[src/rtl/ccm_defs.svh]
`ifndef CCM_DEFS_SVH
`define CCM_DEFS_SVH

// bits per colour channel, unsigned
`define CCM_PIXEL_WIDTH 10

// signed coefficient width and its fractional bits
// with 5 fractional bits a gain of 1.0 is 32
`define CCM_COEFF_WIDTH 8
`define CCM_COEFF_FRAC  5

// sideband widths carried with every beat
`define CCM_DTYPE_WIDTH 4
`define CCM_META_WIDTH  16

// colour channels, also the number of matrix rows and columns
`define CCM_CHANNELS 3

// signed pixel (pixel + 1) times coefficient, plus 2 bits for the 3-term sum
`define CCM_SUM_WIDTH (`CCM_PIXEL_WIDTH + 1 + `CCM_COEFF_WIDTH + 2)

`endif

[src/rtl/ccm_coeff_pkg.sv]
`include "ccm_defs.svh"

package ccm_coeff_pkg;

   // signed fixed point gain, CCM_COEFF_FRAC fractional bits
   typedef logic signed [`CCM_COEFF_WIDTH-1:0] coeff_t;

   // row-major write address, row = output channel, column = input channel
   // 0 RR, 1 RG, 2 RB, 3 GR, 4 GG, 5 GB, 6 BR, 7 BG, 8 BB
   // 9..15 are not mapped
   typedef logic [$clog2(`CCM_CHANNELS*`CCM_CHANNELS)-1:0] coeff_addr_t;

   // weights one output channel applies to the r, g and b inputs
   typedef struct packed {
      coeff_t cr;
      coeff_t cg;
      coeff_t cb;
   } coeff_row_t;

   // exact dot product of one row with one pixel
   // still carries CCM_COEFF_FRAC fractional bits
   typedef logic signed [`CCM_SUM_WIDTH-1:0] mac_sum_t;

endpackage

[src/rtl/pixel_pkg.sv]
`include "ccm_defs.svh"

package pixel_pkg;

   // one unsigned colour channel
   typedef logic [`CCM_PIXEL_WIDTH-1:0] pixel_t;

   // data type code, passed through untouched
   typedef logic [`CCM_DTYPE_WIDTH-1:0] dtype_t;

   // per-beat metadata word, passed through untouched
   typedef logic [`CCM_META_WIDTH-1:0] meta_t;

   // rgb triple, r in the top bits
   typedef struct packed {
      pixel_t r;
      pixel_t g;
      pixel_t b;
   } rgb_t;

   // one pipeline beat
   // dv is the only strobe, other fields are don't-care while it is low
   typedef struct packed {
      logic   dv;
      dtype_t dtype;
      meta_t  meta;
      rgb_t   rgb;
   } pixel_beat_t;

endpackage

[src/rtl/ccm_clamp_stage.sv]
`timescale 1ns/10ps
`include "ccm_defs.svh"

module ccm_clamp_stage (
   input  logic                                            clk,
   input  logic                                            resetb,
   input  logic                                            enable,
   input  pixel_pkg::pixel_beat_t                          beat_q,
   input  ccm_coeff_pkg::mac_sum_t [`CCM_CHANNELS-1:0]     sums,
   output pixel_pkg::pixel_beat_t                          pixel_out
);

   // sideband delay, matches the two MAC stages
   pixel_pkg::pixel_beat_t beat_d1;
   pixel_pkg::pixel_beat_t beat_d2;

   // clamped result of all three rows
   pixel_pkg::rgb_t corr_rgb;

   // drop the fraction by taking the integer bits, which floors a signed value
   // then saturate into the unsigned pixel range
   function automatic pixel_pkg::pixel_t clamp_pixel(input ccm_coeff_pkg::mac_sum_t s);
      pixel_pkg::pixel_t res;
      if (s[`CCM_SUM_WIDTH-1]) begin
         // negative, floor is below zero
         res = '0;
      end else if (|s[`CCM_SUM_WIDTH-2:`CCM_COEFF_FRAC+`CCM_PIXEL_WIDTH]) begin
         // integer part above full scale
         res = '1;
      end else begin
         res = s[`CCM_COEFF_FRAC+`CCM_PIXEL_WIDTH-1:`CCM_COEFF_FRAC];
      end
      return res;
   endfunction

   // sums index follows the rgb order, 0 is r
   assign corr_rgb.r = clamp_pixel(sums[0]);
   assign corr_rgb.g = clamp_pixel(sums[1]);
   assign corr_rgb.b = clamp_pixel(sums[2]);

   always_ff @(posedge clk or negedge resetb) begin
      if (!resetb) begin
         beat_d1 <= '0;
         beat_d2 <= '0;
      end else begin
         beat_d1 <= beat_q;
         beat_d2 <= beat_d1;
      end
   end

   // output register
   // enable is sampled here, on the same edge as the beat it selects for
   always_ff @(posedge clk or negedge resetb) begin
      if (!resetb) begin
         pixel_out <= '0;
      end else begin
         pixel_out.dv    <= beat_d2.dv;
         pixel_out.dtype <= beat_d2.dtype;
         pixel_out.meta  <= beat_d2.meta;
         // bypass hands back the raw pixel, it left the bank three edges ago
         pixel_out.rgb   <= enable ? corr_rgb : beat_d2.rgb;
      end
   end

   // output strobe trails the bank's beat by both delay stages and the output register
   a_dv_follows : assert property (
      @(posedge clk) disable iff (!resetb)
      pixel_out.dv == $past(beat_q.dv, 3)
   ) else $error("pixel_out.dv out of step with the sideband delay");

endmodule

[src/rtl/ccm_coeff_bank.sv]
`timescale 1ns/10ps
`include "ccm_defs.svh"

module ccm_coeff_bank (
   input  logic                                               clk,
   input  logic                                               resetb,
   input  logic                                               coeff_we,
   input  ccm_coeff_pkg::coeff_addr_t                         coeff_addr,
   input  ccm_coeff_pkg::coeff_t                              coeff_data,
   input  pixel_pkg::pixel_beat_t                             pixel_in,
   output pixel_pkg::pixel_beat_t                             beat_q,
   output ccm_coeff_pkg::coeff_row_t [`CCM_CHANNELS-1:0]      rows
);

   // nine live coefficients, row-major like the write address
   ccm_coeff_pkg::coeff_t coeff_q [`CCM_CHANNELS*`CCM_CHANNELS];

   // write decode, unmapped addresses fall through
   logic coeff_hit;

   assign coeff_hit = coeff_we && (coeff_addr < `CCM_CHANNELS*`CCM_CHANNELS);

   // register file
   // reset loads the identity matrix, diagonal entries sit every CHANNELS+1 slots
   always_ff @(posedge clk or negedge resetb) begin
      if (!resetb) begin
         for (int i = 0; i < `CCM_CHANNELS*`CCM_CHANNELS; i++) begin
            if (i % (`CCM_CHANNELS + 1) == 0) begin
               coeff_q[i] <= ccm_coeff_pkg::coeff_t'(1 << `CCM_COEFF_FRAC);
            end else begin
               coeff_q[i] <= '0;
            end
         end
      end else if (coeff_hit) begin
         coeff_q[coeff_addr] <= coeff_data;
      end
   end

   // beat and row snapshot are taken on the same edge
   // a write on that same edge lands in coeff_q only, so it hits later beats
   always_ff @(posedge clk or negedge resetb) begin
      if (!resetb) begin
         beat_q <= '0;
         for (int ch = 0; ch < `CCM_CHANNELS; ch++) begin
            rows[ch].cr <= (ch == 0) ? ccm_coeff_pkg::coeff_t'(1 << `CCM_COEFF_FRAC) : '0;
            rows[ch].cg <= (ch == 1) ? ccm_coeff_pkg::coeff_t'(1 << `CCM_COEFF_FRAC) : '0;
            rows[ch].cb <= (ch == 2) ? ccm_coeff_pkg::coeff_t'(1 << `CCM_COEFF_FRAC) : '0;
         end
      end else begin
         beat_q <= pixel_in;
         // row ch weights the r, g and b inputs of output channel ch
         for (int ch = 0; ch < `CCM_CHANNELS; ch++) begin
            rows[ch].cr <= coeff_q[ch*`CCM_CHANNELS + 0];
            rows[ch].cg <= coeff_q[ch*`CCM_CHANNELS + 1];
            rows[ch].cb <= coeff_q[ch*`CCM_CHANNELS + 2];
         end
      end
   end

   // software must never write outside the 3x3 map
   a_coeff_addr_valid : assert property (
      @(posedge clk) disable iff (!resetb)
      coeff_we |-> (coeff_addr < `CCM_CHANNELS*`CCM_CHANNELS)
   ) else $error("coefficient write to unmapped address %0d", coeff_addr);

endmodule

[src/rtl/ccm_row_mac.sv]
`timescale 1ns/10ps
`include "ccm_defs.svh"

module ccm_row_mac (
   input  logic                        clk,
   input  logic                        resetb,
   input  pixel_pkg::pixel_beat_t      beat,
   input  ccm_coeff_pkg::coeff_row_t   row,
   output ccm_coeff_pkg::mac_sum_t     sum
);

   // signed pixel is one bit wider than the channel
   // a product of signed pixel and coefficient needs their summed widths
   logic signed [`CCM_PIXEL_WIDTH:0]                    pix_r;
   logic signed [`CCM_PIXEL_WIDTH:0]                    pix_g;
   logic signed [`CCM_PIXEL_WIDTH:0]                    pix_b;
   logic signed [`CCM_PIXEL_WIDTH+`CCM_COEFF_WIDTH:0]   prod_r_q;
   logic signed [`CCM_PIXEL_WIDTH+`CCM_COEFF_WIDTH:0]   prod_g_q;
   logic signed [`CCM_PIXEL_WIDTH+`CCM_COEFF_WIDTH:0]   prod_b_q;

   // zero sign bit keeps the unsigned channel positive in signed math
   assign pix_r = $signed({1'b0, beat.rgb.r});
   assign pix_g = $signed({1'b0, beat.rgb.g});
   assign pix_b = $signed({1'b0, beat.rgb.b});

   // stage 1, three products
   // beats with dv low are multiplied anyway, nobody looks at them
   always_ff @(posedge clk or negedge resetb) begin
      if (!resetb) begin
         prod_r_q <= '0;
         prod_g_q <= '0;
         prod_b_q <= '0;
      end else begin
         prod_r_q <= pix_r * $signed(row.cr);
         prod_g_q <= pix_g * $signed(row.cg);
         prod_b_q <= pix_b * $signed(row.cb);
      end
   end

   // stage 2, sign-extended sum
   // two growth bits cover the worst case of three full-scale terms
   // no rounding here, the clamp stage floors the fraction
   always_ff @(posedge clk or negedge resetb) begin
      if (!resetb) begin
         sum <= '0;
      end else begin
         sum <= ccm_coeff_pkg::mac_sum_t'(prod_r_q)
              + ccm_coeff_pkg::mac_sum_t'(prod_g_q)
              + ccm_coeff_pkg::mac_sum_t'(prod_b_q);
      end
   end

   // sideband is not needed here, only dv is watched
   // a valid beat must leave a sum two edges later that is not undefined
   a_sum_known : assert property (
      @(posedge clk) disable iff (!resetb)
      beat.dv |-> ##2 !$isunknown(sum)
   ) else $error("row sum unknown two cycles after a valid beat");

endmodule

[src/rtl/ccm_top.sv]
`timescale 1ns/10ps
`include "ccm_defs.svh"

module ccm_top (
   input  logic                         clk,
   input  logic                         resetb,
   input  logic                         enable,
   input  logic                         coeff_we,
   input  ccm_coeff_pkg::coeff_addr_t   coeff_addr,
   input  ccm_coeff_pkg::coeff_t        coeff_data,
   input  pixel_pkg::pixel_beat_t       pixel_in,
   output pixel_pkg::pixel_beat_t       pixel_out
);

   // registered beat, shared by every row unit and the clamp stage
   pixel_pkg::pixel_beat_t beat_q;

   // one coefficient row per output channel
   ccm_coeff_pkg::coeff_row_t [`CCM_CHANNELS-1:0] rows;

   // one exact dot product per output channel
   ccm_coeff_pkg::mac_sum_t [`CCM_CHANNELS-1:0] sums;

   // latency budget
   // bank 1 cycle, row units 2 cycles, clamp stage 1 cycle
   // so a beat in before edge N is out after edge N+3

   // coefficient registers and input beat register
   ccm_coeff_bank u_bank (
      .clk        (clk),
      .resetb     (resetb),
      .coeff_we   (coeff_we),
      .coeff_addr (coeff_addr),
      .coeff_data (coeff_data),
      .pixel_in   (pixel_in),
      .beat_q     (beat_q),
      .rows       (rows)
   );

   // three identical dot products, channel 0 is r
   for (genvar ch = 0; ch < `CCM_CHANNELS; ch++) begin : g_row
      ccm_row_mac u_row_mac (
         .clk    (clk),
         .resetb (resetb),
         .beat   (beat_q),
         .row    (rows[ch]),
         .sum    (sums[ch])
      );
   end

   // floor, saturate, bypass select and output register
   ccm_clamp_stage u_clamp (
      .clk       (clk),
      .resetb    (resetb),
      .enable    (enable),
      .beat_q    (beat_q),
      .sums      (sums),
      .pixel_out (pixel_out)
   );

endmodule

[config.mk]
export PLATFORM = sky130hd
export DESIGN_NAME = ccm_top
export DESIGN_NICKNAME = d
export VERILOG_FILES = /design/src/rtl/ccm_coeff_pkg.sv /design/src/rtl/pixel_pkg.sv /design/src/rtl/ccm_clamp_stage.sv /design/src/rtl/ccm_coeff_bank.sv /design/src/rtl/ccm_row_mac.sv /design/src/rtl/ccm_top.sv
export VERILOG_INCLUDE_DIRS = /design/src /design/src/rtl
export SDC_FILE = /design/constraint.sdc
export NUM_CORES = 2
export LEC_CHECK = 0
export BUFFER_PORTS_ARGS = -buffer_cell sky130_fd_sc_hd__buf_2
export CAP_MARGIN = 20
export CORE_ASPECT_RATIO = 0.5
export CORE_UTILIZATION = 64
export CTS_CLUSTER_SIZE = 14
export DETAILED_ROUTE_END_ITERATION = 10
export PLACE_DENSITY_LB_ADDON = 0.15
export SLEW_MARGIN = 20
export SYNTH_ARGS = -nofsm -noshare
export SYNTH_HDL_FRONTEND = slang
export SYNTH_SLANG_ARGS = --single-unit
[constraint.sdc]
create_clock -name clk -period 6.35 [get_ports clk]
set_input_delay 1.27 -clock clk [delete_from_list [all_inputs] [get_ports clk]]
set_output_delay 1.27 -clock clk [all_outputs]
set_load 0.005 [all_outputs]
==> results.md <==
- Status: finished, violations left
- Failing checks: design-rule violations
- # Max-Cap Violations: 0
- Library cells used by synthesis: between 50 and 60
- CTS root buf: clkbuf_16
- Hold_ws: 0.3437 ns
- Clock skew: ~0.017 ns
- Die width: about 370 µm
- Starting Density: 65.62%
- Tot GR Track Use: about 31%
- Flop2flop setup slack: 1.06 ns
- Hold_buf cts: 0
- Arr. time, crit path: 5.82 ns
- Initial DRT Pass Iterations: 10
- RSZ-0062 raised after global routing: false
- Setup Buffers After CTS: 0
- Worst skew pair latency: roughly 0.63 ns
- CORE AREA: roughly 0.066 mm²
- # setup viols final: 0
- CTS tree: built
- CTS Buf Count: 52
- Critical path class: reg2reg
- Setup WS pre-CTS: 1.190 ns
- Port buffer count: 117
- Crit path time final: between 5 and 6 ns
- Initial antenna violation count: 9
- Design area: between 0.04 and 0.05 mm²
- Drt total wl: about 100000 µm
- Initial drt markers: just under 2000
- WP data required: about 6.9 ns
- CTS clk-pin slew, worst paths: roughly 0.070 ns
- Syn Std Cell Area: about 0.043 mm²
- Area growth syn-to-layout: 7.656%
- Worst rel slew slack: 27.80%
- Share of cells above drive strength 1: 8.501%
- Clock Tree Buf Depth: 3
- Async SR Flop Fraction: between 90% and 100%
- DP Area: between 0.04 and 0.05 mm²
- Worst setup EP type: flip-flop
- Via Count: about 28000
- Layout Nets: between 5000 and 6000
- Vias/cell: ~5.6
- WL/cell: a little under 20 µm
- Synth area leader: dfrtp_1
- EDFF count, synth: 0
- Setup ws final: 1.064 ns
- Vias in the first global route: roughly 30000
- Slew Viols, Final: 0
- Routability cong.: 0.9339
- H-tree depth: 2
- GRT Residual Overflow: 0
- Chip height: ~190 µm
- Std-Cell Rows: 66
- Sequential area share after synthesis: approximately 33%
- Syn nets: roughly 5000
- Final ANT Viol Nets: 0
- Syn_area_per_cell: roughly 11 µm²
- First-pass GRT wire length: 161100 µm
- Yosys warning count: 0
- Hold WC Path Type: reg2reg
- Max Freq: around 0.19 GHz
- Top cells by area, synth: dfrtp_1 32%, fa_1 23%, ha_1 14%
- Post-route DRC: 4
- Largest net degree at the start of global routing: 190
- Post-DP HPWL: roughly 76000 µm
- Worst Tran Pin Value: 1.083 ns
- Clk sinks: about 570
- Final Cycle Share: between 80 and 90%
- Yosys reg bits: ~570
- Final Hold Viols: 0
- CP Launch Type: flip-flop
- Post-CTS sizing: 0
- Synth Instances: approximately 4000
- Predominant post-synthesis flop cell: dfrtp_1
- Die ar.: ~0.069 mm²
- Setup TNS: 0 ns
- Max FO, Critical Path: 25
- IO Pins: around 120
- Yosys top cell area share: between 30% and 40%
## flip-flops by register name, summed over array words and instances, names as in the netlist
| signal | cells |
|---|---|
| u_bank.coeff_q | 72 |
| g_row.u_row_mac.prod_g_q | 57 |
| u_clamp.beat_d2 | 51 |
| u_clamp.pixel_out | 51 |
| g_row.u_row_mac.prod_b_q | 57 |
| u_bank.rows | 72 |
| g_row.u_row_mac.sum | 48 |
| g_row.u_row_mac.prod_r_q | 57 |
| u_bank.beat_q | 51 |
| u_clamp.beat_d1 | 51 |
## path summary, 6_finish.rpt
kind                            cells after the start                                        end                           from
worst min-delay path                                0              u_clamp.beat_d2[20]$_DFF_PN0_  u_clamp.beat_d1[20]$_DFF_PN0_
worst max-delay path                               16  g_row[1].u_row_mac.prod_b_q[17]$_DFF_PN0_     u_bank.beat_q[5]$_DFF_PN0_
worst max register to register                     16  g_row[1].u_row_mac.prod_b_q[17]$_DFF_PN0_     u_bank.beat_q[5]$_DFF_PN0_
max in group asynchronous                           3                  u_bank.rows[21]$_DFF_PN1_                         resetb
min in group asynchronous                           1              u_clamp.beat_d1[41]$_DFF_PN0_                         resetb
worst min register to register                      0              u_clamp.beat_d2[20]$_DFF_PN0_  u_clamp.beat_d1[20]$_DFF_PN0_
## synthesized netlist by cell type (13+ instances only)
| master | number |
|---|---|
| a211oi_1 | 13 |
| a21o_1 | 33 |
| a21oi_1 | 83 |
| a31oi_1 | 13 |
| and2_1 | 463 |
| and3_1 | 20 |
| clkbuf_1 | 103 |
| dfrtp_1 | 561 |
| fa_1 | 495 |
| ha_1 | 480 |
| inv_1 | 725 |
| mux2_2 | 102 |
| nand2_1 | 221 |
| nand2b_1 | 35 |
| nand3_1 | 19 |
| nor2_1 | 201 |
| nor2b_1 | 39 |
| nor3_1 | 38 |
| o21a_1 | 19 |
| o21ai_0 | 44 |
| or3_1 | 18 |
| xnor2_1 | 117 |
| xor2_1 | 23 |
## cells by family (layout without fill, tap and decap cells)
family / count (synthesis) / in the layout / synth area share, %
AO/OA/AOI/OAI: 284 / 284 / 4.363
XOR/XNOR: 140 / 140 / 2.836
AND/OR/NAND/NOR: 1090 / 1090 / 13.20
buffers and inverters: 839 / 970 / 7.283
flip-flops: 567 / 567 / 32.83
multiplexers: 103 / 103 / 2.679
adder cells (fa/ha/maj): 975 / 975 / 36.81
other: 0 / 1 / 0
## worst max-delay path: stages, from the launching register on
cell and delay (ns):
dfrtp_1 0.98, nand2_1 0.18, fa_1 0.55, fa_1 0.54, inv_1 0.06, fa_1 0.48
inv_1 0.05, fa_1 0.47, inv_1 0.04, ha_1 0.31, inv_1 0.06, o21bai_1 0.08
a31oi_1 0.26, o21ai_0 0.18, or4_1 0.45, a2111o_1 0.38, o211ai_1 0.09
## metrics by stage
step | util, % | cells
3_3_place_gp | 67.99 | 4920
5_1_grt | 70.64 | 5014
4_1_cts | 70.60 | 5012
2_1_floorplan | - | 3998
3_5_place_dp | 67.99 | 4920
6_report | 70.64 | 5014
## layer usage
metal	share of wire, %	GRT usage (%)	vias up	wire length [µm]
met4	2.5	7.736	10	2476
li1	-	-	12590	-
met5	0.058	0	-	58
met2	44	46.99	824	43520
met3	9.5	8.767	162	9471
met1	44	44.24	14330	43740
## cells in the final DEF (no fill, tap or decap), drive strengths merged, types with 39 or more instances in the layout
master,netlist,layout
a21oi,83,83
nor2,201,201
fa,495,495
inv,725,728
buf,3,145
and2,463,463
nand2,221,221
xnor2,117,117
ha,480,480
nor2b,39,39
o21ai,46,46
mux2,102,102
clkbuf,103,77
dfrtp,561,561
## area by class of cell
| cell class | count | area, µm² |
|---|---|---|
| clock inverters | 15 | 234.0 |
| fillers | 4828 | 19350 |
| multi-input cells | 2592 | 25900 |
| well taps | 884 | 1106 |
| diodes | 1 | 2.502 |
| repair buffers | 145 | 875.8 |
| flip-flops and latches | 567 | 14200 |
| inverters | 733 | 2751 |
| clock buffers | 77 | 1485 |
Power is left out: the tool's default activity adds up to more than one toggle a clock period on the data nets, which glitch-free logic cannot reach.
